==> src/logic/hdmi_recv_pkg.sv <==
package hdmi_recv_pkg;

    typedef logic [23:0] pixel_t;       // byte 0 in bits 7..0
    typedef logic [31:0] word_t;
    typedef logic [31:0] axi_addr_t;
    typedef logic [7:0]  ctrl_addr_t;
    typedef logic [31:0] stat_cnt_t;
    typedef logic [6:0]  fifo_cnt_t;    // holds 0..FIFO_DEPTH

    localparam int BURST_LEN   = 16;    // beats per burst
    localparam int BURST_BYTES = 64;    // 16 beats of 4 bytes
    localparam int FIFO_DEPTH  = 64;

    localparam logic [2:0] AXI_SIZE_WORD  = 3'b010;
    localparam logic [1:0] AXI_BURST_INCR = 2'b01;

    localparam ctrl_addr_t REG_START_ADDR   = 8'h00;
    localparam ctrl_addr_t REG_CONTROL      = 8'h04;    // bit 0 dma_enable
    localparam ctrl_addr_t REG_LINE_PIXELS  = 8'h08;
    localparam ctrl_addr_t REG_FRAME_LINES  = 8'h0C;
    localparam ctrl_addr_t REG_FRAME_PIXELS = 8'h10;
    localparam ctrl_addr_t REG_STATUS       = 8'h14;    // clears on read

    localparam int STAT_FRAME_DONE = 0;
    localparam int STAT_OVERFLOW   = 1;

endpackage

==> src/logic/axi_burst_writer.sv <==
module axi_burst_writer (
    input  logic                     clk_sys,
    input  logic                     hdmi_rst_n,
    input  logic                     dma_enable,
    input  hdmi_recv_pkg::axi_addr_t start_addr,
    input  logic                     start_addr_written,
    input  logic                     vs_rise,
    input  hdmi_recv_pkg::word_t     fifo_data,
    input  logic                     fifo_empty,
    input  hdmi_recv_pkg::fifo_cnt_t fifo_count,
    output logic                     fifo_rd_en,
    output hdmi_recv_pkg::axi_addr_t awaddr,
    output logic [7:0]               awlen,
    output logic [2:0]               awsize,
    output logic [1:0]               awburst,
    output logic                     awvalid,
    input  logic                     awready,
    output hdmi_recv_pkg::word_t     wdata,
    output logic [3:0]               wstrb,
    output logic                     wlast,
    output logic                     wvalid,
    input  logic                     wready,
    input  logic                     bvalid,
    input  logic [1:0]               bresp,
    output logic                     bready
);

    import hdmi_recv_pkg::*;

    typedef enum logic [1:0] {S_IDLE, S_ADDR, S_DATA, S_RESP} state_t;

    state_t                       state;
    logic [$clog2(BURST_LEN)-1:0] beat_cnt;
    axi_addr_t                    addr_ptr;     // next burst address
    logic                         err_hold;     // error response parks DMA till next frame
    logic                         w_fire;

    assign awlen      = 8'(BURST_LEN - 1);
    assign awsize     = AXI_SIZE_WORD;
    assign awburst    = AXI_BURST_INCR;
    assign awvalid    = (state == S_ADDR);
    assign wdata      = fifo_data;
    assign wstrb      = 4'hf;
    assign wvalid     = (state == S_DATA) & ~fifo_empty;
    assign wlast      = (beat_cnt == BURST_LEN - 1);
    assign w_fire     = wvalid & wready;
    assign fifo_rd_en = w_fire;
    assign bready     = 1'b1;

    always_ff @(posedge clk_sys or negedge hdmi_rst_n) begin
        if (!hdmi_rst_n) begin
            state    <= S_IDLE;
            beat_cnt <= '0;
            addr_ptr <= '0;
            awaddr   <= '0;
            err_hold <= 1'b0;
        end else begin
            if (start_addr_written || vs_rise)
                err_hold <= 1'b0;
            else if (state == S_RESP && bvalid && bresp[1])
                err_hold <= 1'b1;

            // awaddr stays put while awvalid is high, the pointer may reload meanwhile
            if (start_addr_written || vs_rise)
                addr_ptr <= start_addr;
            else if (state == S_IDLE && dma_enable && !err_hold && fifo_count >= BURST_LEN)
                addr_ptr <= addr_ptr + BURST_BYTES;

            case (state)
                S_IDLE: begin
                    if (dma_enable && !err_hold && fifo_count >= BURST_LEN) begin
                        awaddr <= addr_ptr;
                        state  <= S_ADDR;
                    end
                end
                S_ADDR: begin
                    beat_cnt <= '0;
                    if (awready)
                        state <= S_DATA;
                end
                S_DATA: begin
                    if (w_fire) begin
                        beat_cnt <= beat_cnt + 1'b1;
                        if (wlast)
                            state <= S_RESP;
                    end
                end
                default: begin
                    if (bvalid)
                        state <= S_IDLE;
                end
            endcase
        end
    end

endmodule

==> src/logic/ctrl_regs.sv <==
module ctrl_regs (
    input  logic                      clk_sys,
    input  logic                      hdmi_rst_n,
    input  hdmi_recv_pkg::ctrl_addr_t ctrl_address,
    input  logic                      ctrl_read,
    input  logic                      ctrl_write,
    input  hdmi_recv_pkg::word_t      ctrl_writedata,
    input  logic [3:0]                ctrl_byteenable,
    output hdmi_recv_pkg::word_t      ctrl_readdata,
    output logic [1:0]                ctrl_response,
    output logic                      ctrl_waitrequest,
    input  hdmi_recv_pkg::stat_cnt_t  line_pixels,
    input  hdmi_recv_pkg::stat_cnt_t  frame_lines,
    input  hdmi_recv_pkg::stat_cnt_t  frame_pixels,
    input  logic                      frame_done,
    input  logic                      fifo_overflow,
    output hdmi_recv_pkg::axi_addr_t  start_addr,
    output logic                      start_addr_written,
    output logic                      dma_enable
);

    import hdmi_recv_pkg::*;

    logic       rd_ack;        // second cycle of a read
    logic [1:0] status;        // sticky flags
    logic       status_rd;     // same edge that captures readdata

    assign ctrl_waitrequest = ctrl_read & ~rd_ack;
    assign ctrl_response    = 2'b00;
    assign status_rd        = ctrl_read & ~rd_ack & (ctrl_address == REG_STATUS);

    always_ff @(posedge clk_sys or negedge hdmi_rst_n) begin
        if (!hdmi_rst_n) begin
            rd_ack             <= 1'b0;
            start_addr         <= '0;
            start_addr_written <= 1'b0;
            dma_enable         <= 1'b0;
            status             <= '0;
        end else begin
            rd_ack             <= ctrl_read & ~rd_ack;
            start_addr_written <= ctrl_write & (ctrl_address == REG_START_ADDR);

            if (ctrl_write && ctrl_address == REG_START_ADDR) begin
                for (int i = 0; i < 4; i++) begin
                    if (ctrl_byteenable[i])
                        start_addr[8*i +: 8] <= ctrl_writedata[8*i +: 8];
                end
            end
            if (ctrl_write && ctrl_address == REG_CONTROL && ctrl_byteenable[0])
                dma_enable <= ctrl_writedata[0];

            // a new event wins over the clear
            status[STAT_FRAME_DONE] <= frame_done | (status[STAT_FRAME_DONE] & ~status_rd);
            status[STAT_OVERFLOW]   <= fifo_overflow | (status[STAT_OVERFLOW] & ~status_rd);
        end
    end

    always_ff @(posedge clk_sys) begin
        if (ctrl_read && !rd_ack) begin
            case (ctrl_address)
                REG_START_ADDR:   ctrl_readdata <= start_addr;
                REG_CONTROL:      ctrl_readdata <= {31'd0, dma_enable};
                REG_LINE_PIXELS:  ctrl_readdata <= line_pixels;
                REG_FRAME_LINES:  ctrl_readdata <= frame_lines;
                REG_FRAME_PIXELS: ctrl_readdata <= frame_pixels;
                REG_STATUS:       ctrl_readdata <= {30'd0, status};
                default:          ctrl_readdata <= '0;     // unmapped
            endcase
        end
    end

endmodule

==> src/logic/hdmi_recv.sv <==
module hdmi_recv (
    input  logic                      clk_sys,
    input  logic                      hdmi_rst_n,
    input  hdmi_recv_pkg::pixel_t     hdmi_data,
    input  logic                      hdmi_hs,
    input  logic                      hdmi_vs,
    input  logic                      hdmi_de,
    input  hdmi_recv_pkg::ctrl_addr_t ctrl_address,
    input  logic                      ctrl_read,
    input  logic                      ctrl_write,
    input  hdmi_recv_pkg::word_t      ctrl_writedata,
    input  logic [3:0]                ctrl_byteenable,
    output hdmi_recv_pkg::word_t      ctrl_readdata,
    output logic [1:0]                ctrl_response,
    output logic                      ctrl_waitrequest,
    output hdmi_recv_pkg::axi_addr_t  awaddr,
    output logic [7:0]                awlen,
    output logic [2:0]                awsize,
    output logic [1:0]                awburst,
    output logic                      awvalid,
    input  logic                      awready,
    output hdmi_recv_pkg::word_t      wdata,
    output logic [3:0]                wstrb,
    output logic                      wlast,
    output logic                      wvalid,
    input  logic                      wready,
    input  logic                      bvalid,
    input  logic [1:0]                bresp,
    output logic                      bready
);

    import hdmi_recv_pkg::*;

    pixel_t    pixel;
    logic      de;
    logic      hs_rise;
    logic      vs_rise;
    logic      vs_fall;
    word_t     word;
    logic      word_valid;
    word_t     fifo_data;
    logic      fifo_empty;
    fifo_cnt_t fifo_count;
    logic      fifo_overflow;
    logic      fifo_rd_en;
    axi_addr_t start_addr;
    logic      start_addr_written;
    logic      dma_enable;
    stat_cnt_t line_pixels;
    stat_cnt_t frame_lines;
    stat_cnt_t frame_pixels;
    logic      frame_done;

    video_input_sync video_input_sync_i (
        .clk_sys    (clk_sys),
        .hdmi_rst_n (hdmi_rst_n),
        .hdmi_data  (hdmi_data),
        .hdmi_hs    (hdmi_hs),
        .hdmi_vs    (hdmi_vs),
        .hdmi_de    (hdmi_de),
        .pixel      (pixel),
        .de         (de),
        .hs_rise    (hs_rise),
        .vs_rise    (vs_rise),
        .vs_fall    (vs_fall)
    );

    pixel_repacker pixel_repacker_i (
        .clk_sys    (clk_sys),
        .hdmi_rst_n (hdmi_rst_n),
        .pixel      (pixel),
        .de         (de),
        .word       (word),
        .word_valid (word_valid)
    );

    video_stats video_stats_i (
        .clk_sys      (clk_sys),
        .hdmi_rst_n   (hdmi_rst_n),
        .de           (de),
        .hs_rise      (hs_rise),
        .vs_rise      (vs_rise),
        .vs_fall      (vs_fall),
        .line_pixels  (line_pixels),
        .frame_lines  (frame_lines),
        .frame_pixels (frame_pixels),
        .frame_done   (frame_done)
    );

    pixel_fifo #(
        .DEPTH (FIFO_DEPTH)
    ) pixel_fifo_i (
        .clk_sys    (clk_sys),
        .hdmi_rst_n (hdmi_rst_n),
        .wr_data    (word),
        .wr_en      (word_valid),       // no back-pressure toward video
        .rd_en      (fifo_rd_en),
        .rd_data    (fifo_data),
        .empty      (fifo_empty),
        .count      (fifo_count),
        .overflow   (fifo_overflow)
    );

    axi_burst_writer axi_burst_writer_i (
        .clk_sys            (clk_sys),
        .hdmi_rst_n         (hdmi_rst_n),
        .dma_enable         (dma_enable),
        .start_addr         (start_addr),
        .start_addr_written (start_addr_written),
        .vs_rise            (vs_rise),
        .fifo_data          (fifo_data),
        .fifo_empty         (fifo_empty),
        .fifo_count         (fifo_count),
        .fifo_rd_en         (fifo_rd_en),
        .awaddr             (awaddr),
        .awlen              (awlen),
        .awsize             (awsize),
        .awburst            (awburst),
        .awvalid            (awvalid),
        .awready            (awready),
        .wdata              (wdata),
        .wstrb              (wstrb),
        .wlast              (wlast),
        .wvalid             (wvalid),
        .wready             (wready),
        .bvalid             (bvalid),
        .bresp              (bresp),
        .bready             (bready)
    );

    ctrl_regs ctrl_regs_i (
        .clk_sys            (clk_sys),
        .hdmi_rst_n         (hdmi_rst_n),
        .ctrl_address       (ctrl_address),
        .ctrl_read          (ctrl_read),
        .ctrl_write         (ctrl_write),
        .ctrl_writedata     (ctrl_writedata),
        .ctrl_byteenable    (ctrl_byteenable),
        .ctrl_readdata      (ctrl_readdata),
        .ctrl_response      (ctrl_response),
        .ctrl_waitrequest   (ctrl_waitrequest),
        .line_pixels        (line_pixels),
        .frame_lines        (frame_lines),
        .frame_pixels       (frame_pixels),
        .frame_done         (frame_done),
        .fifo_overflow      (fifo_overflow),
        .start_addr         (start_addr),
        .start_addr_written (start_addr_written),
        .dma_enable         (dma_enable)
    );

endmodule

==> src/logic/pixel_fifo.sv <==
module pixel_fifo #(
    parameter int DEPTH = hdmi_recv_pkg::FIFO_DEPTH
) (
    input  logic                     clk_sys,
    input  logic                     hdmi_rst_n,
    input  hdmi_recv_pkg::word_t     wr_data,
    input  logic                     wr_en,
    input  logic                     rd_en,
    output hdmi_recv_pkg::word_t     rd_data,
    output logic                     empty,
    output hdmi_recv_pkg::fifo_cnt_t count,
    output logic                     overflow
);

    import hdmi_recv_pkg::*;

    word_t                    mem [DEPTH];
    logic [$clog2(DEPTH)-1:0] wr_ptr;
    logic [$clog2(DEPTH)-1:0] rd_ptr;
    logic                     full;
    logic                     do_wr;
    logic                     do_rd;

    assign full    = (count == fifo_cnt_t'(DEPTH));
    assign empty   = (count == '0);
    assign do_wr   = wr_en & ~full;
    assign do_rd   = rd_en & ~empty;
    assign rd_data = mem[rd_ptr];                   // head word, no read latency

    always_ff @(posedge clk_sys or negedge hdmi_rst_n) begin
        if (!hdmi_rst_n) begin
            wr_ptr   <= '0;
            rd_ptr   <= '0;
            count    <= '0;
            overflow <= 1'b0;
        end else begin
            overflow <= wr_en & full;               // word is lost
            if (do_wr)
                wr_ptr <= (wr_ptr == DEPTH - 1) ? '0 : wr_ptr + 1'b1;
            if (do_rd)
                rd_ptr <= (rd_ptr == DEPTH - 1) ? '0 : rd_ptr + 1'b1;
            count <= count + fifo_cnt_t'(do_wr) - fifo_cnt_t'(do_rd);
        end
    end

    always_ff @(posedge clk_sys) begin
        if (do_wr)
            mem[wr_ptr] <= wr_data;
    end

endmodule

==> src/logic/pixel_repacker.sv <==
module pixel_repacker (
    input  logic                  clk_sys,
    input  logic                  hdmi_rst_n,
    input  hdmi_recv_pkg::pixel_t pixel,
    input  logic                  de,
    output hdmi_recv_pkg::word_t  word,
    output logic                  word_valid
);

    import hdmi_recv_pkg::*;

    logic [1:0]  phase;        // pixel position inside a group of four
    logic [23:0] hold;         // stream bytes not yet sent
    word_t       stage_word;
    logic        stage_valid;

    always_ff @(posedge clk_sys or negedge hdmi_rst_n) begin
        if (!hdmi_rst_n) begin
            phase       <= 2'd0;
            stage_valid <= 1'b0;
            word_valid  <= 1'b0;
        end else begin
            phase       <= de ? phase + 2'd1 : 2'd0;
            stage_valid <= de && (phase != 2'd0);   // phases 1..3 complete a word
            word_valid  <= stage_valid;
        end
    end

    // Word k carries stream bytes 4k..4k+3, lowest byte first.
    // Twelve bytes of four pixels come out as three words.
    always_ff @(posedge clk_sys) begin
        case (phase)
            2'd0: begin
                hold <= pixel;
            end
            2'd1: begin
                stage_word <= {pixel[7:0], hold[23:0]};
                hold[15:0] <= pixel[23:8];
            end
            2'd2: begin
                stage_word <= {pixel[15:0], hold[15:0]};
                hold[7:0]  <= pixel[23:16];
            end
            default: begin
                stage_word <= {pixel, hold[7:0]};
            end
        endcase
        word <= stage_word;
    end

endmodule

==> src/logic/video_input_sync.sv <==
module video_input_sync (
    input  logic                  clk_sys,
    input  logic                  hdmi_rst_n,
    input  hdmi_recv_pkg::pixel_t hdmi_data,
    input  logic                  hdmi_hs,
    input  logic                  hdmi_vs,
    input  logic                  hdmi_de,
    output hdmi_recv_pkg::pixel_t pixel,
    output logic                  de,
    output logic                  hs_rise,
    output logic                  vs_rise,
    output logic                  vs_fall
);

    logic hs_q;
    logic vs_q;

    always_ff @(posedge clk_sys or negedge hdmi_rst_n) begin
        if (!hdmi_rst_n) begin
            hs_q    <= 1'b0;
            vs_q    <= 1'b0;
            de      <= 1'b0;
            hs_rise <= 1'b0;
            vs_rise <= 1'b0;
            vs_fall <= 1'b0;
        end else begin
            hs_q    <= hdmi_hs;
            vs_q    <= hdmi_vs;
            de      <= hdmi_de;
            hs_rise <= hdmi_hs & ~hs_q;     // compare with last sample
            vs_rise <= hdmi_vs & ~vs_q;
            vs_fall <= ~hdmi_vs & vs_q;
        end
    end

    always_ff @(posedge clk_sys) begin
        pixel <= hdmi_data;                 // lines up with de
    end

endmodule

==> src/logic/video_stats.sv <==
module video_stats (
    input  logic                     clk_sys,
    input  logic                     hdmi_rst_n,
    input  logic                     de,
    input  logic                     hs_rise,
    input  logic                     vs_rise,
    input  logic                     vs_fall,
    output hdmi_recv_pkg::stat_cnt_t line_pixels,
    output hdmi_recv_pkg::stat_cnt_t frame_lines,
    output hdmi_recv_pkg::stat_cnt_t frame_pixels,
    output logic                     frame_done
);

    import hdmi_recv_pkg::*;

    stat_cnt_t line_cnt;       // de cycles in current line
    stat_cnt_t line_total;     // hs rises in current frame
    stat_cnt_t pix_total;      // de cycles in current frame

    always_ff @(posedge clk_sys or negedge hdmi_rst_n) begin
        if (!hdmi_rst_n) begin
            line_cnt     <= '0;
            line_total   <= '0;
            pix_total    <= '0;
            line_pixels  <= '0;
            frame_lines  <= '0;
            frame_pixels <= '0;
            frame_done   <= 1'b0;
        end else begin
            frame_done <= vs_fall;

            if (hs_rise) begin
                if (line_cnt != '0)
                    line_pixels <= line_cnt;    // blank lines keep last value
                line_cnt <= stat_cnt_t'(de);
            end else if (de) begin
                line_cnt <= line_cnt + 1'b1;
            end

            if (vs_rise) begin
                frame_lines  <= line_total;
                frame_pixels <= pix_total;
                line_total   <= stat_cnt_t'(hs_rise);
                pix_total    <= stat_cnt_t'(de);
            end else begin
                if (hs_rise)
                    line_total <= line_total + 1'b1;
                if (de)
                    pix_total <= pix_total + 1'b1;
            end
        end
    end

endmodule

==> config.mk <==
export PLATFORM = sky130hd
export DESIGN_NAME = hdmi_recv
export DESIGN_NICKNAME = d
export VERILOG_FILES = /design/src/logic/hdmi_recv_pkg.sv /design/src/logic/axi_burst_writer.sv /design/src/logic/ctrl_regs.sv /design/src/logic/hdmi_recv.sv /design/src/logic/pixel_fifo.sv /design/src/logic/pixel_repacker.sv /design/src/logic/video_input_sync.sv /design/src/logic/video_stats.sv
export SDC_FILE = /design/constraint.sdc
export NUM_CORES = 2
export LEC_CHECK = 0
export ABC_AREA = 1
export BUFFER_PORTS_ARGS = -buffer_cell sky130_fd_sc_hd__buf_2
export CAP_MARGIN = 0
export CORE_MARGIN = 1.5
export CORE_UTILIZATION = 35
export CTS_CLUSTER_SIZE = 28
export DETAILED_ROUTE_END_ITERATION = 10
export SYNTH_ARGS = -nofsm -noshare
export SYNTH_HDL_FRONTEND = slang
export SYNTH_SLANG_ARGS = --single-unit
export TNS_END_PERCENT = 10
==> constraint.sdc <==
create_clock -name clk_sys -period 7.2 [get_ports clk_sys]
set_clock_uncertainty 0.2 [all_clocks]
set_input_delay 0.36 -clock clk_sys [delete_from_list [all_inputs] [get_ports clk_sys]]
set_output_delay 0.36 -clock clk_sys [all_outputs]
set_load 0.03 [all_outputs]
=== Word level (Yosys, flattened, before mapping) ===
Memory sizes are Yosys's and may differ from the RTL's.
Index checks and enable logic that the tools add are counted.

* Order comparisons: 1
* Reductions and logical operators: 38
* $add $sub $neg: 10
* Multiplexer cells: 27
* Bitwise logic cells: 22
* Equality and inequality tests: 18

{| class="wikitable"
|+ Operators by type and width
! cell !! count
|-
| 32-bit 2-to-1 mux || 8
|-
| 32-bit case mux with 6 select lines || 1
|-
| 32-bit by 1-bit adder with 32-bit output (second input constant) || 3
|-
| 32-bit case mux with 3 select lines || 1
|-
| 32-bit by 7-bit adder with 32-bit output (second input constant) || 1
|-
| 32-bit nonzero test || 1
|-
| 8-bit case mux with 3 select lines || 1
|-
| 8-bit by 4-bit equality test with 1-bit output (second input constant) || 2
|-
| 8-bit by 5-bit equality test with 1-bit output (second input constant) || 2
|-
| 8-bit case mux with 2 select lines || 1
|-
| 2-bit nonzero test || 8
|-
| 2-bit AND reduction || 7
|-
| 1-bit bitwise AND || 13
|-
| 6-bit by 1-bit adder with 6-bit output (second input constant) || 2
|-
| 6-bit equality test (second input constant) || 2
|-
| 1-bit logical AND || 12
|-
| 2-bit 2-to-1 mux || 6
|-
| 6-bit 2-to-1 mux || 2
|-
| 8-bit by 3-bit equality test with 1-bit output (second input constant) || 1
|-
| 8-bit logical NOT || 1
|-
| 4-bit case mux with 2 select lines || 1
|-
| 7-bit by 1-bit adder with 7-bit output || 1
|-
| 7-bit equality test (second input constant) || 1
|-
| 7-bit by 5-bit greater-or-equal comparator with 1-bit output (second input constant) || 1
|-
| other kinds (20) || 37
|}

* RAM bits: 2048
* Output and inout port bits: 120
* Flip-flop bits (word level): 475
* Word-level logic and storage cells: 157
* Memories: 1
* Input bits: 80

{| class="wikitable"
|+ Memory list
! memory !! depth !! bits a word !! read ports !! clocked after memory_dff !! wr ports !! RTL line !! RTL
|-
| pixel_fifo_i.mem || 64 || 32 || 1 || 0 || 1 || pixel_fifo.sv:17 || <nowiki>word_t mem [DEPTH];</nowiki>
|}

=== Logic depth before layout (Yosys ltp) ===
* Word-level depth: 6
* Mapped depth: 18
* Gate-level depth less buffers: 17

=== Hierarchy ===
From an unflattened synthesis, not the netlist that was laid out.

* Cell total of the unflattened synthesis: 10849
* Area, all modules: 108557.9 µm²

{| class="wikitable"
|+ Modules (own cells, without submodules)
! module !! instances !! area each (µm²) !! sequential area each (µm²) !! cells an instance
|-
| pixel_fifo || 1 || 87511.4 || 61999.5 || 8289
|-
| video_stats || 1 || 9305.2 || 4829.6 || 1238
|-
| axi_burst_writer || 1 || 4090.2 || 1776.7 || 539
|-
| ctrl_regs || 1 || 3647.2 || 1886.8 || 441
|-
| pixel_repacker || 1 || 3350.7 || 2422.3 || 306
|-
| video_input_sync || 1 || 653.1 || 630.6 || 36
|}

=== Worst setup path after synthesis ===
OpenSTA, ideal clock, no wires.

* Kind: flip-flop to flip-flop
* Start: register pixel_fifo_i.wr_ptr[4]
* End: memory pixel_fifo_i.mem[63][0] (netlist bit) (enable)
* Cell stages (with the launch flop): 6
* Path buffers: 1
* Setup slack: 3.351 ns
* Data arrival time: 3.188 ns
* Required time: 6.539 ns
* Period minus slack after synthesis: 3.849 ns
* Library setup time: 0.461 ns
* Cells stage by stage: dfrtp_1 -> clkbuf_1 -> nand2_1 -> nor2_1 -> clkinv_1 -> nor3_1

{| class="wikitable"
|+ RTL lines
! element !! RTL line !! RTL
|-
| start: declaration || pixel_fifo.sv:18 || <nowiki>logic [$clog2(DEPTH)-1:0] wr_ptr;</nowiki>
|-
| start signal: assignment || pixel_fifo.sv:39 || <nowiki>wr_ptr <= (wr_ptr == DEPTH - 1) ? '0 : wr_ptr + 1'b1;</nowiki>
|-
| end: declaration || pixel_fifo.sv:17 ||
|}

Straight into the memory's write port.

=== Worst setup path after layout ===
* Start: register pixel_fifo_i.rd_ptr[1]
* End: output wdata[14]

* Longest elaborated chain between the ends: 1

{| class="wikitable"
|+ Ends and longest elaborated chain
! element !! RTL line !! RTL
|-
| start: declaration || pixel_fifo.sv:19 || <nowiki>logic [$clog2(DEPTH)-1:0] rd_ptr;</nowiki>
|-
| start signal: assignment || pixel_fifo.sv:41 || <nowiki>rd_ptr <= (rd_ptr == DEPTH - 1) ? '0 : rd_ptr + 1'b1;</nowiki>
|-
| memory 64 x 32 bit || n/a ||
|-
| end: declaration || hdmi_recv.sv:22 || <nowiki>output hdmi_recv_pkg::word_t wdata,</nowiki>
|}

No other way between the ends.

==> impl_metrics.env <==
export IMPL_status="complete, no violations"
export IMPL_worst_slew_margin_rel_pct=6.00
export IMPL_crit_chain="inv_8, buf_4, nand2_1, a21oi_1, nor2_1, nand2_1, nand3_1, nand2_1, buf_2"
export IMPL_grt_max_degree=218
export IMPL_ys_ff_latch=2523
export IMPL_grt_util_all_layers_pct=19.0
export IMPL_path_depth=9
export IMPL_antenna_found_initial=8
export IMPL_drc=0
export IMPL_critical_path_class="flop to output port"
export IMPL_fin_area_um2=123000
export IMPL_ant_nets=0
export IMPL_dieArea_um2=311000
export IMPL_powerDensity_nw_per_um2=360
export IMPL_rows=203
export IMPL_regToRegStartpoint="pixel_fifo_i.count[2]$_DFF_PN0_"
export IMPL_start_util_pct=35.2
export IMPL_r2r_end="pixel_fifo_i.mem[24][27]$_DFFE_PP_"
export IMPL_die_y_um=558
export IMPL_crit_required_ns=6.64
export IMPL_htree_levels=5
export IMPL_fp_coreArea_um2=306000
export IMPL_drive_gt1_share_pct=7.60
export IMPL_fin_crit_sh_pct=71.8
export IMPL_viasPerCell=4.88
export IMPL_numCtsBuffers=271
export IMPL_post_cts_resized=0
export IMPL_placed_cells=14600
export IMPL_cts_tree="built"
export IMPL_syn_inst=10700
export IMPL_ys_seq_area_share_pct=68.3
export IMPL_final_setup_viol_count=0
export IMPL_holdPathEnd="video_input_sync_i.vs_q$_DFF_PN0_"
export IMPL_min_delay_path_depth=2
export IMPL_cp_slowest_stage_delay_ns=0.95
export IMPL_drv_slew=0
export IMPL_cts_sinks=2523
export IMPL_drt_iter0_markers=8304
export IMPL_routed_wirelength_um=302000
export IMPL_gp_congestion=0.868
export IMPL_slowest_stage="buf_4"
export IMPL_cp_end_kind="output port"
export IMPL_clock_path_buffers=4
export IMPL_maxCapViolations=0
export IMPL_clk_pin_slew_ns=0.06
export IMPL_grt_overflow_total=0
export IMPL_p_total_mw=44.5
export IMPL_hp_class="input port to flop"
export IMPL_nets=11100
export IMPL_hold_start="hdmi_vs"
export IMPL_clk_latency_ns=0.85
export IMPL_finalHoldViolCount=0
export IMPL_critical_path_top_delay_family="buffers and inverters"
export IMPL_crit_top_cell="nand2_1"
export IMPL_tns_ns=0
export IMPL_ys_async_sr_fraction_pct=13.1
export IMPL_min_period_ns=5.17
export IMPL_worst_pin_slew_ns=1.41
export IMPL_synth_most_common_cell="nand2_1"
export IMPL_die_x_um=558
export IMPL_syn_avg_cell_area_um2=10.1
export IMPL_critPathMaxFanout=106
export IMPL_avgRoutedWirePerCell_um=19.8
export IMPL_synth_common_cells="3,480 x nand2_1, 2,136 x edfxtp_1, 1,274 x inv_1"
export IMPL_yosys_top_cells_area="edfxtp_1 60%, nand2_1 12%, dfrtp_1 7.7%"
export IMPL_start_kind="flop"
export IMPL_vdd_drop_max_uv=565
export IMPL_io_pins=200
export IMPL_portBuffers=178
export IMPL_rsz0062_at_grt="false"
export IMPL_grt_pass1_wl_um=443000
export IMPL_final_cells=15300
export IMPL_crit_buf_inv=3
export IMPL_critPathArrivalTime_ns=4.61
export IMPL_yosys_warnings=0
export IMPL_fmax_ghz=0.193
export IMPL_critPathLaunch="pixel_fifo_i.rd_ptr[1]$_DFFE_PN0P_"
export IMPL_p_leak_nw=50.5
export IMPL_yosysTopAreaCell="edfxtp_1"
export IMPL_area_growth_synth_to_final_pct=14.7
export IMPL_dr_pass1_iters=6
export IMPL_syn_area_um2=108000
export IMPL_synth_edf_count=2136
export IMPL_ys_flop_type="edfxtp_1"
export IMPL_dp_hpwl_um=160000
export IMPL_synth_top_area_share_pct=59.6
export IMPL_cts_root_buf="clkbuf_16"
export IMPL_synth_cell_types=35
export IMPL_ff2ff_setup_slack_ns=2.57
export IMPL_grt_pass1_vias=68500
export IMPL_vias=74500
export IMPL_place_area_um2=113000
export IMPL_r2r_cells=11
layout make-up:
cell class	count	area, um^2
clock buffers	354	7440
multi-input cells	6360	27500
well taps	4100	5130
diodes	4	10.0
fillers	29100	182000
flip-flops and latches	2523	73600
inverters	1283	4840
repair buffers	508	4000
clock inverters	118	981
routing by layer:
layer | GRT usage, % | vias to the layer above | part of all wire (%)
met5 | 0 | - | 0
met4 | 7.18 | 0 | 3.7
met3 | 2.76 | 494 | 8.1
met2 | 29.1 | 2870 | 45
met1 | 27.1 | 35800 | 44
li1 | - | 35300 | -
how the worst max path moves through the flow:
stage | end | slack [ns]
2_1_floorplan | pixel_fifo_i.mem[63][0]$_DFFE_PP_ | 3.35
3_3_place_gp | pixel_fifo_i.mem[24][15]$_DFFE_PP_ | 2.58
3_5_place_dp | pixel_fifo_i.mem[24][4]$_DFFE_PP_ | 2.54
4_1_cts | wdata[19] | 1.92
5_1_grt | wdata[19] | 1.74
6_report | wdata[14] | 2.03
logic make-up (layout without fill, tap and decap cells):
logic type | count (synthesis) | after routing | share of synthesized area, %
adders and majority gates | 28 | 28 | 0.332
DFF | 2523 | 2523 | 68.3
AOI/OAI and AO/OA | 714 | 714 | 3.51
and+or+nand+nor | 5580 | 5580 | 21.0
other | 2 | 24 | 0.00698
buffers and inverters | 1816 | 2263 | 6.69
xor gates and xnor gates | 18 | 18 | 0.146
state kept, by name, indices dropped and copies added, names as in the netlist, 4 cells and up:
signal	count
pixel_fifo_i.mem	2048
axi_burst_writer_i.addr_ptr	32
axi_burst_writer_i.awaddr	32
ctrl_regs_i.ctrl_readdata	32
ctrl_regs_i.start_addr	32
pixel_repacker_i.stage_word	32
pixel_repacker_i.word	32
video_stats_i.frame_lines	32
video_stats_i.frame_pixels	32
video_stats_i.line_cnt	32
video_stats_i.line_pixels	32
video_stats_i.line_total	32
video_stats_i.pix_total	32
pixel_repacker_i.hold	24
video_input_sync_i.pixel	24
pixel_fifo_i.count	7
pixel_fifo_i.rd_ptr	6
pixel_fifo_i.wr_ptr	6
axi_burst_writer_i.beat_cnt	4
stage by stage:
stage | hold WS, ns | util [%] | worst slack, ns
after global routing | 0.0798 | 40.4 | 1.74
after floorplan | -0.136 | - | 3.35
after global placement | 0.124 | 37.1 | 2.58
after CTS | 0.0381 | 40.4 | 1.92
final | 0.123 | 40.4 | 2.03
after detailed placement | 0.127 | 37.1 | 2.54
cells in the final DEF, fill, tap and decap left out, types with 154 or more instances in the layout:
master	count
o21ai_0	479
a21oi_1	154
clkbuf_16	285
buf_2	177
edfxtp_1	2136
nand3_1	1090
dfrtp_1	327
inv_1	1271
dlygate4sd3_1	161
nor2_1	791
nand2_1	3480
repair_timing:
item                      CTS  global route
hold buffers              162             0
hold endpoints to repair  161             0
buffers inserted            0             0
power breakdown:
part | internal [mW] | total (mW) | switching (mW) | leakage, nW
clock network | 7.78 | 13.5 | 5.68 | 4.12
logic | 3.44 | 13.9 | 10.4 | 22.1
registers | 16.8 | 17.2 | 0.378 | 24.2
(Power assumes the default switching activity.)
